File: src/snake_pkg.sv
`default_nettype none

package snake_pkg;

    // Segment index and one-bit-per-segment mask, A is bit 0
    typedef logic [2:0] seg_idx_t;
    typedef logic [6:0] seg_mask_t;

    localparam int TICK_CNT_W = 8;
    typedef logic [TICK_CNT_W-1:0] tick_cnt_t;

    typedef enum logic [1:0] {
        RIGHT = 2'd0,
        LEFT  = 2'd1,
        UP    = 2'd2,
        DOWN  = 2'd3
    } heading_t;

    typedef enum logic [1:0] {
        INITIAL = 2'd0,
        MOVING  = 2'd1,
        FALLING = 2'd2
    } game_state_t;

    localparam seg_idx_t SEG_A = 3'd0;
    localparam seg_idx_t SEG_B = 3'd1;
    localparam seg_idx_t SEG_C = 3'd2;
    localparam seg_idx_t SEG_D = 3'd3;
    localparam seg_idx_t SEG_E = 3'd4;
    localparam seg_idx_t SEG_F = 3'd5;
    localparam seg_idx_t SEG_G = 3'd6;

    localparam seg_idx_t HOME_SEG     = SEG_G;
    localparam heading_t HOME_HEADING = LEFT;

    localparam int DEBOUNCE_LEN = 4;

    // Short tick periods so a simulation run stays brief
    localparam int SLOW_TICK_CYCLES  = 64;
    localparam int FLASH_TICK_CYCLES = 32;

    localparam int INIT_TICKS      = 3;
    localparam int FALL_HOLD_TICKS = 1;

endpackage

`default_nettype wire

File: src/button_cond.sv
`timescale 1ns/1ns
`default_nettype none

module button_cond (
    input  wire  clk,
    input  wire  rst,
    input  wire  pb,
    output logic press
);

    import snake_pkg::*;

    logic [DEBOUNCE_LEN-1:0] shift_q;
    logic                    stable;
    logic                    stable_d;

    // Stable once every sample in the window is high
    assign stable = &shift_q;

    always_ff @(posedge clk or posedge rst) begin
        if (rst) begin
            shift_q  <= '0;
            stable_d <= 1'b0;
            press    <= 1'b0;
        end else begin
            shift_q  <= {shift_q[DEBOUNCE_LEN-2:0], pb};
            stable_d <= stable;
            // Rising edge of the debounced level
            press    <= stable & ~stable_d;
        end
    end

endmodule

`default_nettype wire

File: src/game_sequencer.sv
`timescale 1ns/1ns
`default_nettype none

module game_sequencer (
    input  wire                     clk,
    input  wire                     rst,
    input  wire                     slow_tick,
    input  wire                     press_down,
    input  wire snake_pkg::seg_idx_t seg,
    output snake_pkg::game_state_t  state,
    output snake_pkg::seg_mask_t    visited,
    output logic                    hold,
    output logic                    init,
    output logic                    move,
    output logic                    fall
);

    import snake_pkg::*;

    game_state_t state_next;
    tick_cnt_t   tick_cnt;
    seg_mask_t   seg_bit;
    logic        all_visited;
    logic        count_en;

    assign seg_bit     = seg_mask_t'(1) << seg;
    assign all_visited = &visited;

    // Ticks count while waiting to start and after the digit is full
    assign count_en = (state == INITIAL) || (state == FALLING && all_visited);

    always_comb begin
        state_next = state;
        case (state)
            INITIAL: begin
                if (slow_tick && tick_cnt == tick_cnt_t'(INIT_TICKS - 1)) begin
                    state_next = MOVING;
                end
            end
            MOVING: begin
                if (press_down) begin
                    state_next = FALLING;
                end
            end
            FALLING: begin
                if (all_visited && slow_tick &&
                    tick_cnt == tick_cnt_t'(FALL_HOLD_TICKS - 1)) begin
                    state_next = INITIAL;
                end
            end
            default: state_next = INITIAL;
        endcase
    end

    always_ff @(posedge clk or posedge rst) begin
        if (rst) begin
            state    <= INITIAL;
            tick_cnt <= '0;
            visited  <= '0;
            hold     <= 1'b1;
            init     <= 1'b1;
            move     <= 1'b0;
            fall     <= 1'b0;
        end else begin
            state <= state_next;

            if (state_next != state) begin
                tick_cnt <= '0;
            end else if (count_en && slow_tick) begin
                tick_cnt <= tick_cnt + 1'b1;
            end

            // Trail starts at the segment held when down was pressed
            if (state_next != FALLING) begin
                visited <= '0;
            end else if (state != FALLING) begin
                visited <= seg_bit;
            end else begin
                visited <= visited | seg_bit;
            end

            hold <= (state_next == INITIAL);
            init <= (state_next == INITIAL);
            move <= (state_next == MOVING);
            fall <= (state_next == FALLING);
        end
    end

endmodule

`default_nettype wire

File: src/segment_display.sv
`timescale 1ns/1ns
`default_nettype none

module segment_display (
    input  wire                      clk,
    input  wire                      rst,
    input  wire                      flash_tick,
    input  wire                      falling,
    input  wire snake_pkg::seg_idx_t  seg,
    input  wire snake_pkg::seg_mask_t visited,
    output snake_pkg::seg_mask_t     display
);

    import snake_pkg::*;

    seg_mask_t seg_bit;
    seg_mask_t lit;
    logic      flash_phase;

    assign seg_bit = seg_mask_t'(1) << seg;

    // Head segment blinks on top of the trail while falling
    always_comb begin
        if (!falling) begin
            lit = seg_bit;
        end else if (flash_phase) begin
            lit = visited & ~seg_bit;
        end else begin
            lit = visited | seg_bit;
        end
    end

    always_ff @(posedge clk or posedge rst) begin
        if (rst) begin
            flash_phase <= 1'b0;
            display     <= '1;
        end else begin
            if (!falling) begin
                flash_phase <= 1'b0;
            end else if (flash_tick) begin
                flash_phase <= ~flash_phase;
            end
            // Segments are active low
            display <= ~lit;
        end
    end

endmodule

`default_nettype wire

File: src/snake_top.sv
`timescale 1ns/1ns
`default_nettype none

module snake_top (
    input  wire                  clk,
    input  wire                  rst,
    input  wire                  right,
    input  wire                  left,
    input  wire                  up,
    input  wire                  down,
    output wire snake_pkg::seg_mask_t display,
    output wire                  init,
    output wire                  move,
    output wire                  fall,
    output wire snake_pkg::heading_t  pos
);

    import snake_pkg::*;

    wire         press_right;
    wire         press_left;
    wire         press_up;
    wire         press_down;
    wire         slow_tick;
    wire         flash_tick;
    wire         hold;
    seg_idx_t    seg;
    seg_mask_t   visited;

    button_cond u_btn_right (
        .clk   (clk),
        .rst   (rst),
        .pb    (right),
        .press (press_right)
    );

    button_cond u_btn_left (
        .clk   (clk),
        .rst   (rst),
        .pb    (left),
        .press (press_left)
    );

    button_cond u_btn_up (
        .clk   (clk),
        .rst   (rst),
        .pb    (up),
        .press (press_up)
    );

    button_cond u_btn_down (
        .clk   (clk),
        .rst   (rst),
        .pb    (down),
        .press (press_down)
    );

    tick_gen #(.PERIOD(SLOW_TICK_CYCLES)) u_slow_tick (
        .clk  (clk),
        .rst  (rst),
        .tick (slow_tick)
    );

    tick_gen #(.PERIOD(FLASH_TICK_CYCLES)) u_flash_tick (
        .clk  (clk),
        .rst  (rst),
        .tick (flash_tick)
    );

    snake_walker u_walker (
        .clk         (clk),
        .rst         (rst),
        .hold        (hold),
        .press_right (press_right),
        .press_left  (press_left),
        .press_up    (press_up),
        .seg         (seg),
        .heading     (pos)
    );

    game_sequencer u_sequencer (
        .clk        (clk),
        .rst        (rst),
        .slow_tick  (slow_tick),
        .press_down (press_down),
        .seg        (seg),
        .state      (),
        .visited    (visited),
        .hold       (hold),
        .init       (init),
        .move       (move),
        .fall       (fall)
    );

    segment_display u_display (
        .clk        (clk),
        .rst        (rst),
        .flash_tick (flash_tick),
        .falling    (fall),
        .seg        (seg),
        .visited    (visited),
        .display    (display)
    );

endmodule

`default_nettype wire

File: src/snake_walker.sv
`timescale 1ns/1ns
`default_nettype none

module snake_walker (
    input  wire                  clk,
    input  wire                  rst,
    input  wire                  hold,
    input  wire                  press_right,
    input  wire                  press_left,
    input  wire                  press_up,
    output snake_pkg::seg_idx_t  seg,
    output snake_pkg::heading_t  heading
);

    import snake_pkg::*;

    seg_idx_t seg_next;
    heading_t heading_next;

    // Walk table, pairs not listed keep the position
    always_comb begin
        seg_next     = seg;
        heading_next = heading;
        case (seg)
            SEG_A: begin
                if (heading == RIGHT && press_right) begin
                    seg_next     = SEG_B;
                    heading_next = DOWN;
                end else if (heading == LEFT && press_left) begin
                    seg_next     = SEG_F;
                    heading_next = DOWN;
                end
            end
            SEG_B: begin
                if (heading == UP && press_left) begin
                    seg_next     = SEG_A;
                    heading_next = LEFT;
                end else if (heading == DOWN && press_right) begin
                    seg_next     = SEG_G;
                    heading_next = LEFT;
                end else if (heading == DOWN && press_up) begin
                    seg_next     = SEG_C;
                    heading_next = DOWN;
                end
            end
            SEG_C: begin
                if (heading == UP && press_left) begin
                    seg_next     = SEG_G;
                    heading_next = LEFT;
                end else if (heading == UP && press_up) begin
                    seg_next     = SEG_B;
                    heading_next = UP;
                end else if (heading == DOWN && press_right) begin
                    seg_next     = SEG_D;
                    heading_next = DOWN;
                end
            end
            SEG_D: begin
                if (heading == RIGHT && press_left) begin
                    seg_next     = SEG_C;
                    heading_next = UP;
                end else if (heading == LEFT && press_right) begin
                    seg_next     = SEG_E;
                    heading_next = UP;
                end
            end
            SEG_E: begin
                if (heading == UP && press_right) begin
                    seg_next     = SEG_G;
                    heading_next = RIGHT;
                end else if (heading == UP && press_up) begin
                    seg_next     = SEG_F;
                    heading_next = UP;
                end else if (heading == DOWN && press_left) begin
                    seg_next     = SEG_D;
                    heading_next = RIGHT;
                end
            end
            SEG_F: begin
                if (heading == UP && press_right) begin
                    seg_next     = SEG_A;
                    heading_next = RIGHT;
                end else if (heading == DOWN && press_left) begin
                    seg_next     = SEG_G;
                    heading_next = RIGHT;
                end
            end
            SEG_G: begin
                if (heading == RIGHT && press_left) begin
                    seg_next     = SEG_B;
                    heading_next = UP;
                end else if (heading == RIGHT && press_right) begin
                    seg_next     = SEG_C;
                    heading_next = DOWN;
                end else if (heading == LEFT && press_left) begin
                    seg_next     = SEG_E;
                    heading_next = DOWN;
                end else if (heading == LEFT && press_right) begin
                    seg_next     = SEG_F;
                    heading_next = UP;
                end
            end
            default: begin
                seg_next     = HOME_SEG;
                heading_next = HOME_HEADING;
            end
        endcase
    end

    always_ff @(posedge clk or posedge rst) begin
        if (rst) begin
            seg     <= HOME_SEG;
            heading <= HOME_HEADING;
        end else if (hold) begin
            seg     <= HOME_SEG;
            heading <= HOME_HEADING;
        end else begin
            seg     <= seg_next;
            heading <= heading_next;
        end
    end

endmodule

`default_nettype wire

File: src/tick_gen.sv
`timescale 1ns/1ns
`default_nettype none

module tick_gen #(
    parameter int PERIOD = snake_pkg::SLOW_TICK_CYCLES
) (
    input  wire  clk,
    input  wire  rst,
    output logic tick
);

    import snake_pkg::*;

    tick_cnt_t cnt;

    assign tick = (cnt == tick_cnt_t'(PERIOD - 1));

    always_ff @(posedge clk or posedge rst) begin
        if (rst) begin
            cnt <= '0;
        end else if (tick) begin
            cnt <= '0;
        end else begin
            cnt <= cnt + 1'b1;
        end
    end

endmodule

`default_nettype wire
File: config.mk
export PLATFORM = sky130hd
export DESIGN_NAME = snake_top
export DESIGN_NICKNAME = d
export VERILOG_FILES = /design/src/snake_pkg.sv /design/src/button_cond.sv /design/src/game_sequencer.sv /design/src/segment_display.sv /design/src/snake_top.sv /design/src/snake_walker.sv /design/src/tick_gen.sv
export SDC_FILE = /design/constraint.sdc
export NUM_CORES = 1
export LEC_CHECK = 0
export ABC_AREA = 1
export BUFFER_PORTS_ARGS = -buffer_cell sky130_fd_sc_hd__buf_2
export CORE_AREA = 2 2 136 72
export DETAILED_ROUTE_END_ITERATION = 6
export DIE_AREA = 0 0 138 74
export PLACE_DENSITY = 0.56
export SLEW_MARGIN = 20
export SYNTH_ARGS = -nofsm -noshare
export SYNTH_HDL_FRONTEND = slang
export SYNTH_SLANG_ARGS = --single-unit
File: constraint.sdc
create_clock -name clk -period 3.6 [get_ports clk]
set_input_delay 1.08 -clock clk [delete_from_list [all_inputs] [get_ports clk]]
set_output_delay 1.08 -clock clk [all_outputs]
set_load 0.02 [all_outputs]
==> flow_metrics.py, run 1 <==
metrics = {
    "floorplanning": {
        "dieArea_um2": 10200,
        "io_pins": 18,
        "die_w_um": 138,
        "rows": 25,
        "core-area_um2": 9070,
        "die_y_um": 74,
        "initial_core_util_pct": 38.4,
    },
    "yosys": {
        "synth-xor-area-share_pct": 1.76,
        "yosysTopAreaCell": "dfrtp_1",
        "synth_warnings": 0,
        "synth_fp_nets": 419,
        "synth.area.top_cells": "dfrtp_1 (44%), nand2_1 (10%), dfstp_2 (8.3%), inv_1 (5.7%), nor2_1 (5.6%)",
        "synth-adder-area-share_pct": 1.79,
        "synth_area_um2": 3490,
        "syn_inst": 408,
        "ys_ff_latch": 73,
        "yosysSeqAreaShare_pct": 52.8,
        "synth_compound_area_share_pct": 5.35,
        "yosysUniqueCellTypes": 30,
        "synth-simple-area-share_pct": 30.5,
        "postSynthAreaPerCell_um2": 8.55,
        "synth_top_area_share_pct": 44.5,
        "synth_top_family_by_area": "simple AND/OR/NAND/NOR gates",
        "muxShareOfSynthArea_pct": 0,
    },
    "setup_path": {
        "startpoint_type": "flip-flop",
        "slowest_stage": "dfrtp_1",
        "crit_type": "reg -> out",
        "ff2ff_setup_slack_ps": 1860,
        "timing.rr.start": "u_slow_tick.cnt[0]",
        "critPathRequiredTime_ps": 2520,
        "rr_endpoint": "u_sequencer.tick_cnt[1]",
        "endpoint_kind": "output pin",
        "cp_data_arrival_time_ps": 1220,
        "crit_start": "u_sequencer.fall",
        "path_cells": "buf_2",
        "critPathMaxStageDelay_ps": 630,
        "crit_family": "flip-flops",
        "path_buf_inv": 1,
        "reg2reg_depth": 10,
        "critPathMaxFanout": 16,
    },
    "power_and_ir_drop": {
        "switchingPower_w": 0.000356,
        "intPower_w": 0.00144,
        "combinationalPowerShare_pct": 1.7,
        "powerDensity_nw_per_um2": 450,
        "total_power_w": 0.00180,
        "ir_worst_vdd_mv": 0.279,
        "p_leak_nw": 1.98,
        "seqPwrFrac_pct": 46.6,
        "swShare_pct": 19.8,
        "power_frac_clock_pct": 51.7,
    },
    "timing": {
        "worst_slew_pin_slew_ps": 756,
        "setup_slack_ps": 1300,
        "relSlewSlack_pct": 49.5,
        "finClkSkew_ps": 4.67,
        "totalNegativeSetupSlack_ps": 0,
        "hold_slack_ps": 370,
        "period_minus_slack_ps": 2300,
        "max_freq_mhz": 435,
        "drv_slew": 0,
        "period_share_pct": 63.8,
        "rsz0062_at_grt": "no",
        "hold_viol": 0,
        "finalSetupViolCount": 0,
    },
    "status": {
        "outcome": "finished, final reports clean",
    },
    "placement": {
        "pre_cts_slack_ps": 1570,
        "place.gp.congestion": 0.906,
        "hpwlAfterDp_um": 5240,
        "io_buffers": 17,
    },
    "cts": {
        "postCtsSetupRepairBufs": 0,
        "clock_latency_ps": 330,
        "postCtsResizedCells": 0,
        "cts_buffer_depth": 2,
        "cts_max_level": 3,
        "clkTransAtPathRegs_ps": 60,
        "cts_buffers": 9,
        "root_buffer": "clkbuf_16",
        "cts_sinks": 73,
        "cts_tree": "yes",
        "cts_hold_buffers": 0,
    },
    "route": {
        "drc": 0,
        "drt-total-wl_um": 7030,
        "vias": 2609,
        "antenna_left": 0,
        "drt_pass1_iterations": 4,
        "drtIter0Drc": 213,
        "viasPerCell": 4.69,
        "wire_per_inst_um": 12.6,
    },
    "final_layout": {
        "area_growth_pct": 14.6,
        "layout_commonest_cell": "nand2_1",
        "nFillCells": 881,
        "multiInputGateArea_um2": 1380,
        "final_cell_mix": "nand2_1 (95), dfrtp_1 (62), inv_1 (52), nor2_1 (52), nand3_1 (31)",
        "drive_above_1_share_pct": 15.7,
        "area.sequential_um2": 1840,
        "final_nets": 440,
    },
    "global_route": {
        "first_global_vias": 2241,
        "grt_pass1_wl_um": 11700,
        "grt_usage_pct": 15.2,
        "antenna_found_initial": 1,
        "grt_overflow": 0,
        "grt_max_degree": 39,
    },
    "hold_path": {
        "min_to": "u_btn_up.shift_q[3]",
        "min-delay-path-class": "reg -> reg",
        "hold_depth": 0,
        "hp-start": "u_btn_up.shift_q[2]",
    },
    "run": {
        "maxCapViolCount": 0,
    },
}
[worst max-delay path by stage]
stage,cells past startpoint,endpoint,slack [ps]
5_1_grt,1,fall,1230
6_report,1,fall,1300
2_1_floorplan,1,u_btn_down.press,680
4_1_cts,1,fall,1300
3_5_place_dp,3,u_walker.heading[0],1570
3_3_place_gp,3,u_walker.heading[0],1600
[final cells by class]
| cell class | instances | share of cell area (%) |
|---|---|---|
| clock inverters | 6 | 2.07 |
| inverters | 56 | 5.26 |
| well taps | 121 | 3.79 |
| multi-input cells | 271 | 34.4 |
| clock buffers | 10 | 5.73 |
| diodes | 1 | 0.0626 |
| repair buffers | 18 | 2.63 |
| flip-flops and latches | 73 | 46.1 |
[flip-flops by register name (all words and copies together), names as in the netlist, 2 cells and up]
register and count:
u_walker.heading 2, u_sequencer.state 2, u_btn_down.shift_q 4, u_btn_right.shift_q 4, u_flash_tick.cnt 8, u_btn_up.shift_q 4, u_sequencer.visited 7, u_sequencer.tick_cnt 8
u_slow_tick.cnt 8, u_display.display 7, u_btn_left.shift_q 4, u_walker.seg 3
[synth_stat cells]
master,instances
a21oi_1,12
inv_1,53
nor3_1,10
nor3_4,1
ha_1,5
nor4_1,4
nor2_4,2
clkbuf_1,2
nand3_1,31
dfstp_2,11
o21ai_0,6
and3_1,1
buf_4,2
nor2_2,5
nand2_1,95
nand3_2,4
nand4_1,11
buf_2,1
dfrtp_1,62
nand4_4,1
nor2_1,52
buf_6,3
nand3b_1,2
nand2_4,2
nor3b_1,1
nand2_2,5
a22oi_1,7
xor2_1,7
inv_2,3
a31oi_1,7
[power by group through the flow]
| stage | clock network [W] | registers, W | logic (W) |
|---|---|---|---|
| after global placement | 0 | 0.000853 | 0.0000319 |
| after global routing | 0.000999 | 0.000840 | 0.0000374 |
| after detailed placement | 0 | 0.000853 | 0.0000330 |
| after floorplan | 0 | 0.000851 | 0.0000207 |
| after CTS | 0.000952 | 0.000839 | 0.0000329 |
| final | 0.000930 | 0.000839 | 0.0000310 |
[per-stage QoR]
stage                     util, %  cell area [um2]  std cells
after global placement       40.6             3680        539
after global routing         44.0             3990        555
after floorplan                 -             3490        408
after detailed placement     40.6             3680        539
after CTS                    44.0             3990        555
final                        44.1             4000        556
[routing by layer]
| layer | share of wire [%] | global-route usage [%] | vias up |
|---|---|---|---|
| met1 | 56 | 24.8 | 1199 |
| li1 | - | - | 1352 |
| met4 | 0.36 | 4.76 | 0 |
| met2 | 37 | 17.4 | 56 |
| met5 | 0 | 0 | - |
| met3 | 6.6 | 5.67 | 2 |
[cell families (layout without fill, tap and decap cells)]
logic type	Yosys count	count (layout)
AND/OR/NAND/NOR	227	227
flip-flops	73	73
buffers and inverters	64	90
AO/OA/AOI/OAI	32	32
XOR/XNOR	7	7
adder cells (fa/ha/maj)	5	5
other	0	1
Power figures use the tool's default switching activity.
==> run 2: changes to the inputs <==
clock period = 2.4 ns   (was 3.6 ns; I/O delays follow)
==> run 2 against run 1 <==
Against the previous run:
- utilization shrank 0.069 points
- hold slack better by 4.4 ps
- sequential share of layout area up 0.072 points
- first-iteration DRC count increased by 8.0%
- total power up 46%
- register-to-register slack worse by 1300 ps
- worst setup slack got worse by 840 ps
- clock-buffer cell count is 1 higher
- critical path type unchanged
- critical endpoint unchanged
==> flow_metrics.py, run 2 (synthesis results as in run 1) <==
metrics = {
    "global_route": {
        "grt_max_degree": 74,
        "grt_pass1_wl_um": 12300,
        "gr-usage-met3_pct": 6.18,
        "first_global_vias": 2467,
        "grt_use_met1_pct": 23.8,
        "grt_overflow": 0,
        "grt_usage_pct": 15.7,
        "busiest_layer": "met1",
        "grt_use_met2_pct": 20.0,
        "antenna_found_initial": 0,
    },
    "floorplanning": {
        "dieArea_um2": 10200,
        "io_pins": 18,
        "core-area_um2": 9070,
        "rows": 25,
        "die_w_um": 138,
        "initial_core_util_pct": 38.4,
        "die_y_um": 74,
    },
    "final_layout": {
        "layout_commonest_cell": "nand2_1",
        "diodes": 0,
        "final_nets": 441,
        "biggestRegsByFlops": "u_flash_tick.cnt x8, u_sequencer.tick_cnt x8, u_slow_tick.cnt x8",
        "area_growth_pct": 14.4,
        "final_cell_mix": "nand2_1 (95), dfrtp_1 (62), inv_1 (52), nor2_1 (52), nand3_1 (31)",
        "drive_above_1_share_pct": 15.6,
    },
    "timing": {
        "rsz0062_at_grt": "no",
        "worst_slew_pin_slew_ps": 585,
        "max_freq_mhz": 516,
        "totalNegativeSetupSlack_ps": 0,
        "finClkSkew_ps": 4.95,
        "drv_slew": 0,
        "relSlewSlack_pct": 60.8,
        "setup_slack_ps": 464,
        "finalSetupViolCount": 0,
        "hold_viol": 0,
        "period_minus_slack_ps": 1940,
        "period_share_pct": 80.7,
        "hold_slack_ps": 375,
    },
    "placement": {
        "place.gp.congestion": 0.929,
        "hpwlAfterDp_um": 5260,
        "pre_cts_slack_ps": 642,
        "io_buffers": 17,
    },
    "setup_path": {
        "critPathRequiredTime_ps": 1680,
        "path_cells": "buf_2",
        "ff2ff_setup_slack_ps": 610,
        "crit_start": "u_sequencer.fall",
        "endpoint_kind": "output pin",
        "startpoint_type": "flip-flop",
        "timing.rr.start": "u_slow_tick.cnt[0]",
        "slowest_stage": "dfrtp_1",
        "crit_family": "flip-flops",
        "path_buf_inv": 1,
        "cp_data_arrival_time_ps": 1220,
        "rr_endpoint": "u_sequencer.tick_cnt[1]",
        "critPathMaxStageDelay_ps": 630,
        "crit_type": "reg -> out",
        "critPathMaxFanout": 16,
        "reg2reg_depth": 10,
    },
    "cts": {
        "cts_buffer_depth": 2,
        "root_buffer": "clkbuf_16",
        "clkTransAtPathRegs_ps": 60,
        "postCtsSetupRepairBufs": 0,
        "cts_sinks": 73,
        "cts_tree": "yes",
        "cts_max_level": 3,
        "postCtsResizedCells": 0,
        "cts_buffers": 9,
        "cts_hold_buffers": 0,
        "clock_latency_ps": 330,
    },
    "run": {
        "maxCapViolCount": 0,
    },
    "hold_path": {
        "min_to": "u_btn_right.shift_q[1]",
        "hold_depth": 0,
        "hp-start": "u_btn_right.shift_q[0]",
        "min-delay-path-class": "reg -> reg",
    },
    "route": {
        "viasPerCell": 4.85,
        "antenna_left": 0,
        "vias": 2698,
        "drt-total-wl_um": 7350,
        "drt_pass1_iterations": 4,
        "wire_per_inst_um": 13.2,
        "drtIter0Drc": 230,
        "drc": 0,
    },
    "power_and_ir_drop": {
        "powerDensity_nw_per_um2": 658,
        "p_leak_nw": 1.97,
        "total_power_w": 0.00263,
        "ir_worst_vdd_mv": 0.338,
    },
    "status": {
        "outcome": "finished, final reports clean",
    },
}
-- run 2: changes by cell type in the layout (fill, tap and decap cells not counted), sizes merged --
| cell | change |
|---|---|
| buf | +1 |
| bufinv | -1 |
| clkbuf | +1 |
| clkinv | -1 |
| clkinvlp | +1 |
| diode | -1 |
-- run 2: how the worst max path moves through the flow --
stage | endpoint | slack (ps) | cells after the start
final | fall | 460 | 1
after global routing | fall | 370 | 1
after CTS | fall | 450 | 1
after detailed placement | u_sequencer.tick_cnt[1] | 640 | 10
after global placement | u_sequencer.tick_cnt[1] | 720 | 10
after floorplan | u_btn_down.press | 880 | 1
-- run 2: report_power, final --
group	internal (W)	leakage (nW)	switching (W)	total (W)
Combinational	0.0000123	0.911	0.0000345	0.0000468
Sequential	0.00125	0.919	0.00000852	0.00126
Clock	0.000812	0.140	0.000511	0.00132
Total	0.00207	1.97	0.000554	0.00263
-- run 2: area by class of cell --
type	instances	area, um2
Timing Repair Buffer	19	113
Multi-Input combinational cell	271	1380
Clock inverter	5	63.8
Sequential cell	73	1840
Tap cell	121	151
Clock buffer	11	233
Inverter	56	214
Fill cell	873	5080
-- run 2: worst reg2reg max path: stages (launching register included) --
cell,delay [ps]
dfrtp_1,380
ha_1,180
nand2_1,70
inv_2,90
nand2_4,80
nor3_4,510
nand2_1,150
nand2_1,90
nand2_1,50
inv_1,60
nor2_2,40
-- run 2: metal layers --
layer / share of wire [%] / wire [um] / vias to the layer above
li1: - / - / 1353
met1: 54 / 4000 / 1266
met2: 38 / 2760 / 71
met3: 7.1 / 519 / 8
met4: 1.0 / 74 / 0
met5: 0 / 0 / -
-- run 2: per-stage QoR --
step / cell area, um2 / util [%] / cells
CTS: 3990 / 44.0 / 556
global route: 3990 / 44.0 / 556
finish: 3990 / 44.0 / 556
floorplan: 3490 / - / 408
global placement: 3690 / 40.7 / 540
detailed placement: 3690 / 40.7 / 540
==> run 3: changes to the inputs <==
ABC_AREA = 0   (was 1)
CORE_AREA = 2 2 135 71   (was 2 2 136 72)
DIE_AREA = 0 0 137 73   (was 0 0 138 74)
PLACE_DENSITY = 0.58   (was 0.56)
clock period = 1.7 ns   (was 2.4 ns; I/O delays follow)
==> run 3 against run 2 <==
Against the previous run:
- the run now ends with setup timing left
- synthesized area fell by 1.5%
- routed wire length rose by 25%
- non-clock buffer count rose by 91
- utilization rose by 11 points
- final cell count rose by 0.54%
- global-route usage rose by 3.8 points
- clock-buffer cell count fell by 2
- clock power rose by 57%
- sequential cell count did not move
- cell area rose by 25%
- via count rose by 9.0%
- largest cell class unchanged
- largest power group unchanged
==> flow_metrics.py, run 3 <==
metrics = {
    "status": {
        "outcome": "complete, but fails checks",
        "violations": "setup timing",
    },
    "final_layout": {
        "layout_commonest_cell": "buf_4",
        "diodes": 0,
        "area_growth_pct": 45.0,
        "final_cell_mix": "buf_4 (79), dfrtp_1 (59), nor2_1 (28)",
        "stdcell_area_um2": 4980,
        "finish.utilization_pct": 55.3,
        "drive_above_1_share_pct": 44.1,
        "biggestRegsByFlops": "u_flash_tick.cnt x8, u_sequencer.tick_cnt x8, u_slow_tick.cnt x8",
        "final_nets": 444,
    },
    "setup_path": {
        "crit_family": "compound AO/OA/AOI/OAI gates",
        "path_cells": "ha_4 > nand3_4 > nor4_4 > buf_4 > buf_6 > a311o_2 > o211a_4 > o21ba_4",
        "slowest_stage": "dfrtp_1",
        "path_buf_inv": 2,
        "cp_data_arrival_time_ps": 2110,
        "startpoint_type": "flip-flop",
        "critPathMaxFanout": 8,
        "critPathMaxStageDelay_ps": 410,
        "endpoint_kind": "flip-flop",
        "crit_type": "reg -> reg",
        "critPathRequiredTime_ps": 1980,
    },
    "cts": {
        "root_buffer": "clkbuf_16",
        "cts_buffer_depth": 2,
        "cts_hold_buffers": 0,
        "cts_buffers": 9,
        "cts_sinks": 73,
        "clkTransAtPathRegs_ps": 60,
        "cts_tree": "yes",
        "clock_latency_ps": 340,
        "cts_max_level": 3,
    },
    "power_and_ir_drop": {
        "powerDensity_nw_per_um2": 789,
        "ir_worst_vdd_mv": 0.579,
        "total_power_w": 0.00393,
        "p_leak_nw": 2.27,
    },
    "yosys": {
        "synth_edf_count": 0,
        "postSynthAreaPerCell_um2": 10.5,
        "syn_inst": 328,
        "synth_warnings": 0,
        "yosysTopAreaCell": "dfrtp_1",
        "ys_ff_latch": 73,
        "post-synth-top-count-cell": "dfrtp_1",
        "synthTopCellsByCount": "dfrtp_1 (62), nor2_1 (29), a21oi_1 (20), nand2_1 (19), nand3_1 (17)",
        "yosysSeqAreaShare_pct": 53.6,
        "synthFlopType": "dfrtp_1",
        "synth_top_area_share_pct": 45.2,
        "synth.area.top_cells": "dfrtp_1 (45%), dfstp_2 (8.4%), nor2_1 (3.2%), a21oi_1 (2.9%), nand3_1 (2.5%)",
        "synth_area_um2": 3430,
        "async_flop_share_pct": 100,
        "synth_fp_nets": 339,
        "yosysUniqueCellTypes": 64,
    },
    "global_route": {
        "grt_usage_pct": 19.5,
        "grt_max_degree": 46,
        "first_global_vias": 2777,
        "grt_overflow": 0,
        "grt_pass1_wl_um": 14400,
        "antenna_found_initial": 0,
    },
    "floorplanning": {
        "dieArea_um2": 10000,
        "die_y_um": 73,
        "rows": 25,
        "io_pins": 18,
        "core-area_um2": 9010,
        "initial_core_util_pct": 38.1,
        "die_w_um": 137,
    },
    "timing": {
        "setup_slack_ps": -130,
        "rsz0062_at_grt": "yes",
        "hold_viol": 0,
        "finClkSkew_ps": 6.50,
        "finalSetupViolCount": 19,
        "drv_slew": 0,
        "worst_slew_pin_slew_ps": 469,
        "period_share_pct": 108,
        "period_minus_slack_ps": 1830,
        "relSlewSlack_pct": 68.6,
        "max_freq_mhz": 547,
    },
    "route": {
        "antenna_left": 0,
        "drt_pass1_iterations": 4,
        "wire_per_inst_um": 16.4,
        "viasPerCell": 5.26,
        "top_layer_used": "met4",
        "drc": 0,
        "drt-met1-wl_um": 4650,
        "met3_wirelength_um": 739,
        "met2_length_um": 3660,
        "drtIter0Drc": 306,
        "drt-total-wl_um": 9160,
        "vias": 2942,
    },
    "placement": {
        "place_area_um2": 4200,
        "io_buffers": 17,
        "place.gp.congestion": 0.929,
        "pre_cts_slack_ps": -175,
        "hpwlAfterDp_um": 6030,
    },
    "hold_path": {
        "min-delay-path-class": "in -> async",
    },
    "run": {
        "maxCapViolCount": 0,
    },
}
## run 3: area by class of cell
class	count	area, um2
fill	783	4030
tap	121	151
clock buffer	9	225
inverter	14	56.3
timing repair buffer	110	867
clock inverter	7	98.8
multi-input combinational	225	1740
sequential	73	1840
## run 3: worst register-to-register path: stages (launching register included)
cell and delay, ps:
dfrtp_1 410, ha_4 180, nand3_4 90, nor4_4 40
buf_4 160, buf_6 110, a311o_2 370, o211a_4 190
o21ba_4 230
## run 3: report_power, final
part           leakage [nW]  internal [W]  switching [W]   total, W
Sequential            0.914       0.00176      0.0000148    0.00178
Clock                 0.157       0.00130       0.000769    0.00207
Combinational          1.20     0.0000319      0.0000535  0.0000854
## run 3: worst paths after layout
kind,startpoint,to,slack [ps],depth (start not counted)
hold reg to reg,u_btn_up.shift_q[1],u_btn_up.shift_q[2],370,0
max in group asynchronous,rst,u_display.display[5],1080,3
setup / recovery,u_slow_tick.cnt[1],u_sequencer.tick_cnt[5],-130,8
setup reg to reg,u_slow_tick.cnt[1],u_sequencer.tick_cnt[5],-130,8
min in group clk,up,u_btn_up.shift_q[0],270,1
hold / removal,rst,u_btn_down.shift_q[2],230,3
## run 3: stage by stage
step	hold WS [ps]	instances	setup TNS, ps
after CTS	235	551	-602
after detailed placement	351	520	-1250
after global routing	251	559	-2070
after global placement	352	520	-846
after floorplan	347	328	-592
final	235	559	-764
## run 3: per-layer routing
metal,vias up,global-route usage (%)
met3,14,7.99
met2,93,24.5
met5,-,0
li1,1398,-
met4,0,7.22
met1,1437,29.3
## run 3: cell families (layout without fill, tap and decap cells)
kind of cell	count (synthesis)	after routing	synth area share, %
AO/OA/AOI/OAI	73	73	14.5
XOR/XNOR	15	15	3.83
adder cells (fa/ha/maj)	5	5	1.82
buffers and inverters	30	140	3.31
flip-flops	73	73	53.6
multiplexers	5	5	1.46
AND/OR/NAND/NOR	127	127	21.5
## run 3: timing repair
| item | in CTS | in global routing |
|---|---|---|
| pin swaps | 11 | 19 |
| buffers inserted | 16 | 9 |
| endpoints found under the setup margin | 24 | 28 |
| endpoints found under the hold margin | 0 | 0 |
| resized for setup | 35 | 34 |
